--- src/verilog/fp_format_pkg.sv ---
package fp_format_pkg;

	// ieee-754 single precision layout
	localparam int FP_WIDTH   = 32;
	localparam int EXP_WIDTH  = 8;
	localparam int FRAC_WIDTH = 23;

	localparam int EXP_BIAS = 127;
	localparam int EXP_MAX  = 254;  // 255 is inf/nan, not supported

	typedef struct packed
	{
		logic                  sign;
		logic [EXP_WIDTH-1:0]  exponent;
		logic [FRAC_WIDTH-1:0] fraction;
	} fp_fields_t;

	// same word, seen as a bus or as its fields
	typedef union packed
	{
		logic [FP_WIDTH-1:0] raw;
		fp_fields_t          fields;
	} fp_word_t;

endpackage

--- src/verilog/fp_adder_pkg.sv ---
package fp_adder_pkg;

	// significand including the hidden one
	localparam int MANT_WIDTH = fp_format_pkg::FRAC_WIDTH + 1;

	// operand in upper half, lower half catches bits shifted out
	localparam int PATH_WIDTH = 2 * MANT_WIDTH;

	localparam int SHIFT_WIDTH = 6;
	localparam int MAX_SHIFT   = 48;  // beyond this the small operand is gone

	localparam int SUM_WIDTH = PATH_WIDTH + 1;  // one carry bit

endpackage

--- src/verilog/b_right_shifter.sv ---
`timescale 1ns/100ps

module b_right_shifter (
	input  logic [fp_adder_pkg::PATH_WIDTH-1:0]  shift_in,
	input  logic [fp_adder_pkg::SHIFT_WIDTH-1:0] shift_value,
	output logic [fp_adder_pkg::PATH_WIDTH-1:0]  shift_out
);

	import fp_adder_pkg::*;

	// log shifter, one stage per bit of the amount
	logic [PATH_WIDTH-1:0] by_1;
	logic [PATH_WIDTH-1:0] by_2;
	logic [PATH_WIDTH-1:0] by_4;
	logic [PATH_WIDTH-1:0] by_8;
	logic [PATH_WIDTH-1:0] by_16;

	assign by_1  = shift_value[0] ? (shift_in >> 1) : shift_in;
	assign by_2  = shift_value[1] ? (by_1 >> 2) : by_1;
	assign by_4  = shift_value[2] ? (by_2 >> 4) : by_2;
	assign by_8  = shift_value[3] ? (by_4 >> 8) : by_4;
	assign by_16 = shift_value[4] ? (by_8 >> 16) : by_8;

	// 48 and up clears the word
	assign shift_out = shift_value[5] ? (by_16 >> 32) : by_16;

endmodule

--- src/verilog/fp_add_stage.sv ---
`timescale 1ns/100ps

module fp_add_stage (
	input  logic                                 clk,
	input  logic                                 rst_n,
	input  logic                                 s1_valid,
	input  logic                                 s1_sign,
	input  logic [fp_format_pkg::EXP_WIDTH-1:0]  s1_exp,
	input  logic                                 s1_eff_sub,
	input  logic [fp_adder_pkg::PATH_WIDTH-1:0]  s1_mant_big,
	input  logic [fp_adder_pkg::PATH_WIDTH-1:0]  s1_mant_small,
	output logic                                 s2_valid,
	output logic                                 s2_sign,
	output logic [fp_format_pkg::EXP_WIDTH-1:0]  s2_exp,
	output logic [fp_adder_pkg::SUM_WIDTH-1:0]   s2_sum
);

	import fp_adder_pkg::*;

	logic [SUM_WIDTH-1:0] sum;

	// big >= small by construction, difference never wraps
	always_comb
	begin
		if (s1_eff_sub)
			sum = {1'b0, s1_mant_big} - {1'b0, s1_mant_small};
		else
			sum = {1'b0, s1_mant_big} + {1'b0, s1_mant_small};
	end

	always_ff @(posedge clk)
	begin
		if (!rst_n)
			s2_valid <= 1'b0;
		else
			s2_valid <= s1_valid;
	end

	always_ff @(posedge clk)
	begin
		if (s1_valid)
		begin
			s2_sign <= s1_sign;
			s2_exp  <= s1_exp;
			s2_sum  <= sum;
		end
	end

endmodule

--- src/verilog/fp_adder_top.sv ---
`timescale 1ns/100ps

module fp_adder_top (
	input  logic                                clk,
	input  logic                                rst_n,
	input  logic                                in_valid,
	input  logic [fp_format_pkg::FP_WIDTH-1:0]  op_a,
	input  logic [fp_format_pkg::FP_WIDTH-1:0]  op_b,
	input  logic                                sub,
	output logic                                out_valid,
	output logic [fp_format_pkg::FP_WIDTH-1:0]  result,
	output logic                                overflow,
	output logic                                zero
);

	import fp_format_pkg::*;
	import fp_adder_pkg::*;

	fp_word_t op_a_w;
	fp_word_t op_b_w;
	fp_word_t result_w;

	// stage 1 to 2
	logic                  s1_valid;
	logic                  s1_sign;
	logic [EXP_WIDTH-1:0]  s1_exp;
	logic                  s1_eff_sub;
	logic [PATH_WIDTH-1:0] s1_mant_big;
	logic [PATH_WIDTH-1:0] s1_mant_small;

	// stage 2 to 3
	logic                  s2_valid;
	logic                  s2_sign;
	logic [EXP_WIDTH-1:0]  s2_exp;
	logic [SUM_WIDTH-1:0]  s2_sum;

	assign op_a_w.raw = op_a;
	assign op_b_w.raw = op_b;
	assign result     = result_w.raw;

	fp_align fp_align_i (
		.clk           (clk),
		.rst_n         (rst_n),
		.in_valid      (in_valid),
		.op_a          (op_a_w),
		.op_b          (op_b_w),
		.sub           (sub),
		.s1_valid      (s1_valid),
		.s1_sign       (s1_sign),
		.s1_exp        (s1_exp),
		.s1_eff_sub    (s1_eff_sub),
		.s1_mant_big   (s1_mant_big),
		.s1_mant_small (s1_mant_small)
	);

	fp_add_stage fp_add_stage_i (
		.clk           (clk),
		.rst_n         (rst_n),
		.s1_valid      (s1_valid),
		.s1_sign       (s1_sign),
		.s1_exp        (s1_exp),
		.s1_eff_sub    (s1_eff_sub),
		.s1_mant_big   (s1_mant_big),
		.s1_mant_small (s1_mant_small),
		.s2_valid      (s2_valid),
		.s2_sign       (s2_sign),
		.s2_exp        (s2_exp),
		.s2_sum        (s2_sum)
	);

	fp_normalize_round fp_normalize_round_i (
		.clk       (clk),
		.rst_n     (rst_n),
		.s2_valid  (s2_valid),
		.s2_sign   (s2_sign),
		.s2_exp    (s2_exp),
		.s2_sum    (s2_sum),
		.out_valid (out_valid),
		.result    (result_w),
		.overflow  (overflow),
		.zero      (zero)
	);

endmodule

--- src/verilog/fp_align.sv ---
`timescale 1ns/100ps

module fp_align (
	input  logic                                 clk,
	input  logic                                 rst_n,
	input  logic                                 in_valid,
	input  fp_format_pkg::fp_word_t              op_a,
	input  fp_format_pkg::fp_word_t              op_b,
	input  logic                                 sub,
	output logic                                 s1_valid,
	output logic                                 s1_sign,
	output logic [fp_format_pkg::EXP_WIDTH-1:0]  s1_exp,
	output logic                                 s1_eff_sub,
	output logic [fp_adder_pkg::PATH_WIDTH-1:0]  s1_mant_big,
	output logic [fp_adder_pkg::PATH_WIDTH-1:0]  s1_mant_small
);

	import fp_format_pkg::*;
	import fp_adder_pkg::*;

	logic                   sign_a;
	logic                   sign_b;
	logic [EXP_WIDTH-1:0]   exp_a;
	logic [EXP_WIDTH-1:0]   exp_b;
	logic [MANT_WIDTH-1:0]  mant_a;
	logic [MANT_WIDTH-1:0]  mant_b;
	logic                   a_ge_b;

	logic                   sign_big;
	logic [EXP_WIDTH-1:0]   exp_big;
	logic [EXP_WIDTH-1:0]   exp_small;
	logic [MANT_WIDTH-1:0]  mant_big;
	logic [MANT_WIDTH-1:0]  mant_small;
	logic [EXP_WIDTH-1:0]   exp_diff;
	logic [SHIFT_WIDTH-1:0] shift_amt;
	logic [PATH_WIDTH-1:0]  small_aligned;

	assign sign_a = op_a.fields.sign;
	assign sign_b = op_b.fields.sign ^ sub;  // a - b is a + (-b)
	assign exp_a  = op_a.fields.exponent;
	assign exp_b  = op_b.fields.exponent;

	// exponent 0 counts as zero, subnormals flushed
	assign mant_a = (exp_a == '0) ? '0 : {1'b1, op_a.fields.fraction};
	assign mant_b = (exp_b == '0) ? '0 : {1'b1, op_b.fields.fraction};

	// magnitude compare on exponent then significand
	assign a_ge_b = {exp_a, mant_a} >= {exp_b, mant_b};

	assign sign_big   = a_ge_b ? sign_a : sign_b;
	assign exp_big    = a_ge_b ? exp_a : exp_b;
	assign exp_small  = a_ge_b ? exp_b : exp_a;
	assign mant_big   = a_ge_b ? mant_a : mant_b;
	assign mant_small = a_ge_b ? mant_b : mant_a;

	assign exp_diff  = exp_big - exp_small;
	assign shift_amt = (exp_diff > MAX_SHIFT) ? SHIFT_WIDTH'(MAX_SHIFT) : exp_diff[SHIFT_WIDTH-1:0];

	b_right_shifter b_right_shifter_i (
		.shift_in    ({mant_small, {MANT_WIDTH{1'b0}}}),
		.shift_value (shift_amt),
		.shift_out   (small_aligned)
	);

	always_ff @(posedge clk)
	begin
		if (!rst_n)
			s1_valid <= 1'b0;
		else
			s1_valid <= in_valid;
	end

	always_ff @(posedge clk)
	begin
		if (in_valid)
		begin
			s1_sign       <= sign_big;
			s1_exp        <= exp_big;
			s1_eff_sub    <= sign_a ^ sign_b;  // signs differ
			s1_mant_big   <= {mant_big, {MANT_WIDTH{1'b0}}};
			s1_mant_small <= small_aligned;
		end
	end

endmodule

--- src/verilog/fp_normalize_round.sv ---
`timescale 1ns/100ps

module fp_normalize_round (
	input  logic                                 clk,
	input  logic                                 rst_n,
	input  logic                                 s2_valid,
	input  logic                                 s2_sign,
	input  logic [fp_format_pkg::EXP_WIDTH-1:0]  s2_exp,
	input  logic [fp_adder_pkg::SUM_WIDTH-1:0]   s2_sum,
	output logic                                 out_valid,
	output fp_format_pkg::fp_word_t              result,
	output logic                                 overflow,
	output logic                                 zero
);

	import fp_format_pkg::*;
	import fp_adder_pkg::*;

	logic [SHIFT_WIDTH-1:0]      lead_zeros;
	logic [PATH_WIDTH-1:0]       shifted;
	logic [MANT_WIDTH-1:0]       mant_norm;
	logic signed [EXP_WIDTH+1:0] exp_norm;  // room for carry and underflow
	logic                        zero_d;
	logic                        overflow_d;
	fp_word_t                    result_d;

	// leading zeros above the hidden-bit position, highest one wins
	always_comb
	begin
		lead_zeros = '0;
		for (int i = 0; i < PATH_WIDTH; i++)
		begin
			if (s2_sum[i])
				lead_zeros = SHIFT_WIDTH'(PATH_WIDTH - 1 - i);
		end
	end

	assign shifted = s2_sum[PATH_WIDTH-1:0] << lead_zeros;

	always_comb
	begin
		if (s2_sum[SUM_WIDTH-1])
		begin
			// carry out, drop one bit and bump exponent
			mant_norm = s2_sum[SUM_WIDTH-1 -: MANT_WIDTH];
			exp_norm  = $signed({2'b00, s2_exp}) + 1;
		end
		else
		begin
			mant_norm = shifted[PATH_WIDTH-1 -: MANT_WIDTH];  // truncate
			exp_norm  = $signed({2'b00, s2_exp}) - $signed({4'b0000, lead_zeros});
		end
	end

	assign zero_d     = (s2_sum == '0) || (exp_norm < 1);
	assign overflow_d = !zero_d && (exp_norm > EXP_MAX);

	always_comb
	begin
		if (zero_d)
		begin
			result_d.raw = '0;  // always +0
		end
		else if (overflow_d)
		begin
			// saturate to largest finite
			result_d.fields.sign     = s2_sign;
			result_d.fields.exponent = EXP_WIDTH'(EXP_MAX);
			result_d.fields.fraction = '1;
		end
		else
		begin
			result_d.fields.sign     = s2_sign;
			result_d.fields.exponent = exp_norm[EXP_WIDTH-1:0];
			result_d.fields.fraction = mant_norm[FRAC_WIDTH-1:0];
		end
	end

	always_ff @(posedge clk)
	begin
		if (!rst_n)
			out_valid <= 1'b0;
		else
			out_valid <= s2_valid;
	end

	always_ff @(posedge clk)
	begin
		if (s2_valid)
		begin
			result   <= result_d;
			overflow <= overflow_d;
			zero     <= zero_d;
		end
	end

endmodule
--- config.mk ---
export PLATFORM = sky130hd
export DESIGN_NAME = fp_adder_top
export DESIGN_NICKNAME = d
export VERILOG_FILES = /design/src/verilog/fp_format_pkg.sv /design/src/verilog/fp_adder_pkg.sv /design/src/verilog/b_right_shifter.sv /design/src/verilog/fp_add_stage.sv /design/src/verilog/fp_adder_top.sv /design/src/verilog/fp_align.sv /design/src/verilog/fp_normalize_round.sv
export SDC_FILE = /design/constraint.sdc
export NUM_CORES = 1
export LEC_CHECK = 0
export ABC_CLOCK_PERIOD_IN_PS = 7170
export BUFFER_PORTS_ARGS = -buffer_cell sky130_fd_sc_hd__buf_2
export CAP_MARGIN = 20
export CORE_ASPECT_RATIO = 0.75
export CORE_UTILIZATION = 40
export DETAILED_ROUTE_END_ITERATION = 7
export HOLD_SLACK_MARGIN = 0.05
export SETUP_SLACK_MARGIN = 0.15
export SLEW_MARGIN = 25
export SYNTH_ARGS = -nofsm -noshare
export SYNTH_HDL_FRONTEND = slang
export SYNTH_SLANG_ARGS = --single-unit
--- constraint.sdc ---
create_clock -name clk -period 7.17 [get_ports clk]
set_input_delay 0.717 -clock clk [delete_from_list [all_inputs] [get_ports clk]]
set_output_delay 0.717 -clock clk [all_outputs]
set_load 0.01 [all_outputs]
==> metrics.md <==
| Metric | Value |
|---|---|
| I/O Pins | `103` |
| Worst slack, placed | `-0.0229 ns` |
| Dpl hpwl | `50500 um` |
| Remaining DRCs | `0` |
| FFs w/ async S/R, synth | `0%` |
| Clk_skew | `0.0142 ns` |
| Worst hold start | `fp_align_i.s1_exp[7]$_DFFE_PP_` |
| Seq/Total Area, Yosys | `32.2%` |
| Slack of the critical path | `0.476 ns` |
| WS Path Type | `input port to flip-flop` |
| DR vias | `16.2k` |
| R2R Setup Slk | `0.81 ns` |
| Max-slew headroom | `35.3%` |
| Period utilization | `93.4%` |
| Clock transition at path regs | `0.08 ns` |
| Maximum root-to-sink buffer count | `2` |
| Setup TNS | `0 ns` |
| I/O Buffers | `102` |
| CTS root buffer | `clkbuf_16` |
| TritonCTS buffer count | `17` |
| Power Density | `271 nW/um^2` |
| Global-route usage over all layers | `30.4%` |
| Total nets after synthesis | `2119` |
| Unrepaired setup endpoints after global routing | `yes` |
| Largest net degree at the start of global routing | `72` |
| Max_cap viols | `0` |
| Row count | `63` |
| Die Wd | `236 um` |
| H-tree levels | `4` |
| Total Power | `5.00 mW` |
| Nets | `2215` |
| Setup crit end kind | `flip-flop` |
| Hold slack | `0.421 ns` |
| Antenna Nets Post-Route | `0` |
| Final hold viol count | `0` |
| Die Y | `177 um` |
| Ys Warns | `0` |
| Worst Hold Class | `flip-flop to flip-flop` |
| RR Startpoint | `fp_add_stage_i.s2_sum[40]$_DFFE_PP_` |
| First-pass GRT wire length | `95000 um` |
| Vias in the first global route | `14.9k` |
| Min Tclk post-route | `6.69 ns` |
| Placed cell area | `17800 um^2` |
| Hold Buf Count CTS | `0` |
| Clock Sinks | `177` |
| Die Area | `41800 um^2` |
| Final setup fails | `0` |
| Status | `completed` |
| Mapped Cells | `1960` |
| Initial detailed-routing violation count | `2005` |
| Final antenna diode count | `0` |
| Initial DRT Pass Iterations | `5` |
| CTS tree | `done` |
| Yosys cell types | `106` |
| Finished Core Util | `46.2%` |
| VDD IR max | `0.000193 V` |
| DP Cell Count | `2555` |
| F_max | `149 MHz` |
| Core ar. | `40000 um^2` |
| Post-route cell area | `18500 um^2` |
| DRT Wirelength | `63400 um` |
| Clk_lat worst skew | `0.47 ns` |
| DR WL/cell | `24.5 um` |
| Fill cell count | `3955` |
| Share of cells above drive strength 1 | `15.4%` |
| Synth-to-Final Area Change | `12.5%` |
| FF+latch count, synth | `177` |
| Leakage | `7.38 nW` |
| Arrival time of the worst setup path | `7.04 ns` |
| Placer congestion estimate | `1.03` |
| Max-slew violations | `0` |
| CP Max Fanout | `26` |
| CP Launch Type | `input port` |
| Avg Cell Area, Syn | `8.37 um^2` |
| CP required | `7.52 ns` |
| Overflow after GRT | `0` |
| Cell area after synthesis | `16400 um^2` |
| Post-synth EDFFs | `174` |
| Actual slew at the worst max-slew pin | `0.958 ns` |
| Ys flop type | `edfxtp_1` |
| Detailed-route vias per instance | `6.28` |
| Initial Util | `41.0%` |
| Initial antenna violation count | `2` |
| Worst setup path start | `op_a[28]` |
| Final Instance Count excl. Fillers | `2589` |
Yosys cell counts (18+ instances only):
library cell / n / area [um^2]
mux2_2: 21 / 236
clkbuf_1: 89 / 334
o221ai_1: 34 / 298
and2_1: 23 / 144
nand2_1: 262 / 983
nor2b_1: 20 / 125
o21bai_1: 22 / 165
xnor2_1: 51 / 447
or3_1: 18 / 113
nand3_1: 40 / 200
a21o_1: 28 / 210
inv_1: 100 / 375
ha_1: 89 / 1110
a21oi_1: 113 / 566
o22ai_1: 27 / 169
buf_2: 22 / 110
nor2_1: 171 / 642
edfxtp_1: 174 / 5230
nor3_1: 40 / 200
o21ai_0: 142 / 711
mux2i_1: 53 / 531
o211ai_1: 44 / 330
nor4_1: 22 / 138
logic make-up (layout without fill, tap and decap cells):
group,after synthesis,in the layout,synth area share (%)
AND/OR/NAND/NOR,680,680,19.3
multiplexers,77,77,5.04
buffers and inverters,226,335,5.52
XOR/XNOR,59,59,3.15
adder cells (fa/ha/maj),91,91,7.03
flip-flops,177,177,32.2
AO/OA/AOI/OAI,650,650,27.8
layer usage:
layer  share of wire (%)  vias up  global-route usage, %
met3                  12       51                   9.38
met4                 1.1        2                   6.02
li1                    -     7554                      -
met1                  50     7779                   48.1
met2                  37      862                   39.0
met5               0.020        -                      0
power by group:
| part | switching, mW | total [mW] | internal [mW] |
|---|---|---|---|
| Clock | 0.480 | 1.00 | 0.520 |
| Sequential | 0.192 | 1.52 | 1.33 |
| Combinational | 1.57 | 2.47 | 0.906 |
timing repair:
action / in CTS / in global routing
hold endpoints to repair: 0 / 0
setup buffers: 0 / 2
setup endpoints to repair: 0 / 9
resized for setup: 0 / 3
layout make-up:
type,instances,area (um^2),area share [%]
Multi-Input combinational cell,1557,10200,55.5
Sequential cell,177,5290,28.6
Timing Repair Buffer,200,1270,6.90
Tap cell,520,651,3.53
Clock buffer,19,453,2.45
Inverter,103,387,2.09
Clock inverter,13,165,0.895
critical path, stage by stage:
cell      delay (ns)
buf_2           0.13
nor4_1          0.40
nand2_1         0.11
buf_4           0.23
and2_1          0.22
ha_1            0.33
a21oi_1         0.15
nand2_1         0.06
a21oi_1         0.45
and4_1          0.46
a21oi_4         0.12
nor2_4          0.11
mux2i_1         0.20
ha_1            0.21
nand2b_1        0.19
o22ai_1         0.12
o211ai_1        0.16
o211ai_1        0.25
nor3_1          0.23
nand3_1         0.10
o311a_1         0.19
o21ai_4         0.22
buf_4           0.27
nand3_2         0.18
a21oi_1         0.47
nor2_1          0.10
a211oi_2        0.44
buf_4           0.19
worst paths after layout:
check                                             endpoint  depth (start not counted)
max             fp_align_i.s1_mant_small[36]$_SDFFCE_PP0P_                         28
min                     fp_add_stage_i.s2_exp[7]$_DFFE_PP_                          0
max reg2reg  fp_normalize_round_i.result[21]$_SDFFCE_PP0P_                         21
min reg2reg             fp_add_stage_i.s2_exp[7]$_DFFE_PP_                          0
registers in the layout (all words and copies together), names as in the netlist, 8 cells and up:
| register | cells |
|---|---|
| fp_align_i.s1_mant_small | 48 |
| fp_add_stage_i.s2_exp | 8 |
| fp_align_i.s1_exp | 8 |
| fp_normalize_round_i.result | 32 |
| fp_align_i.s1_mant_big | 24 |
| fp_add_stage_i.s2_sum | 49 |
placed cells by master (no fill, tap or decap), types with 10 or more instances in the layout:
master       n
o21ai_0    142
nor2b_1     20
buf_2      101
nor2_1     170
nor4_1      22
or3_1       18
o21bai_1    22
and3_1      12
o221ai_1    34
a22oi_1     16
xnor2_1     51
clkbuf_16   17
o221a_2     10
o31ai_1     16
a211o_1     10
a31oi_1     16
o211ai_1    44
a21oi_1    113
nand3_1     40
and2_1      24
ha_1        89
o22ai_1     27
or4_1       11
nand2b_1    16
nor3_1      39
a21o_1      28
buf_4       97
mux2_2      21
inv_1      100
a221oi_1    14
nand2_1    261
a211oi_1    15
mux2i_1     53
o21ai_1     15
edfxtp_1   174
(Power assumes the default switching activity.)
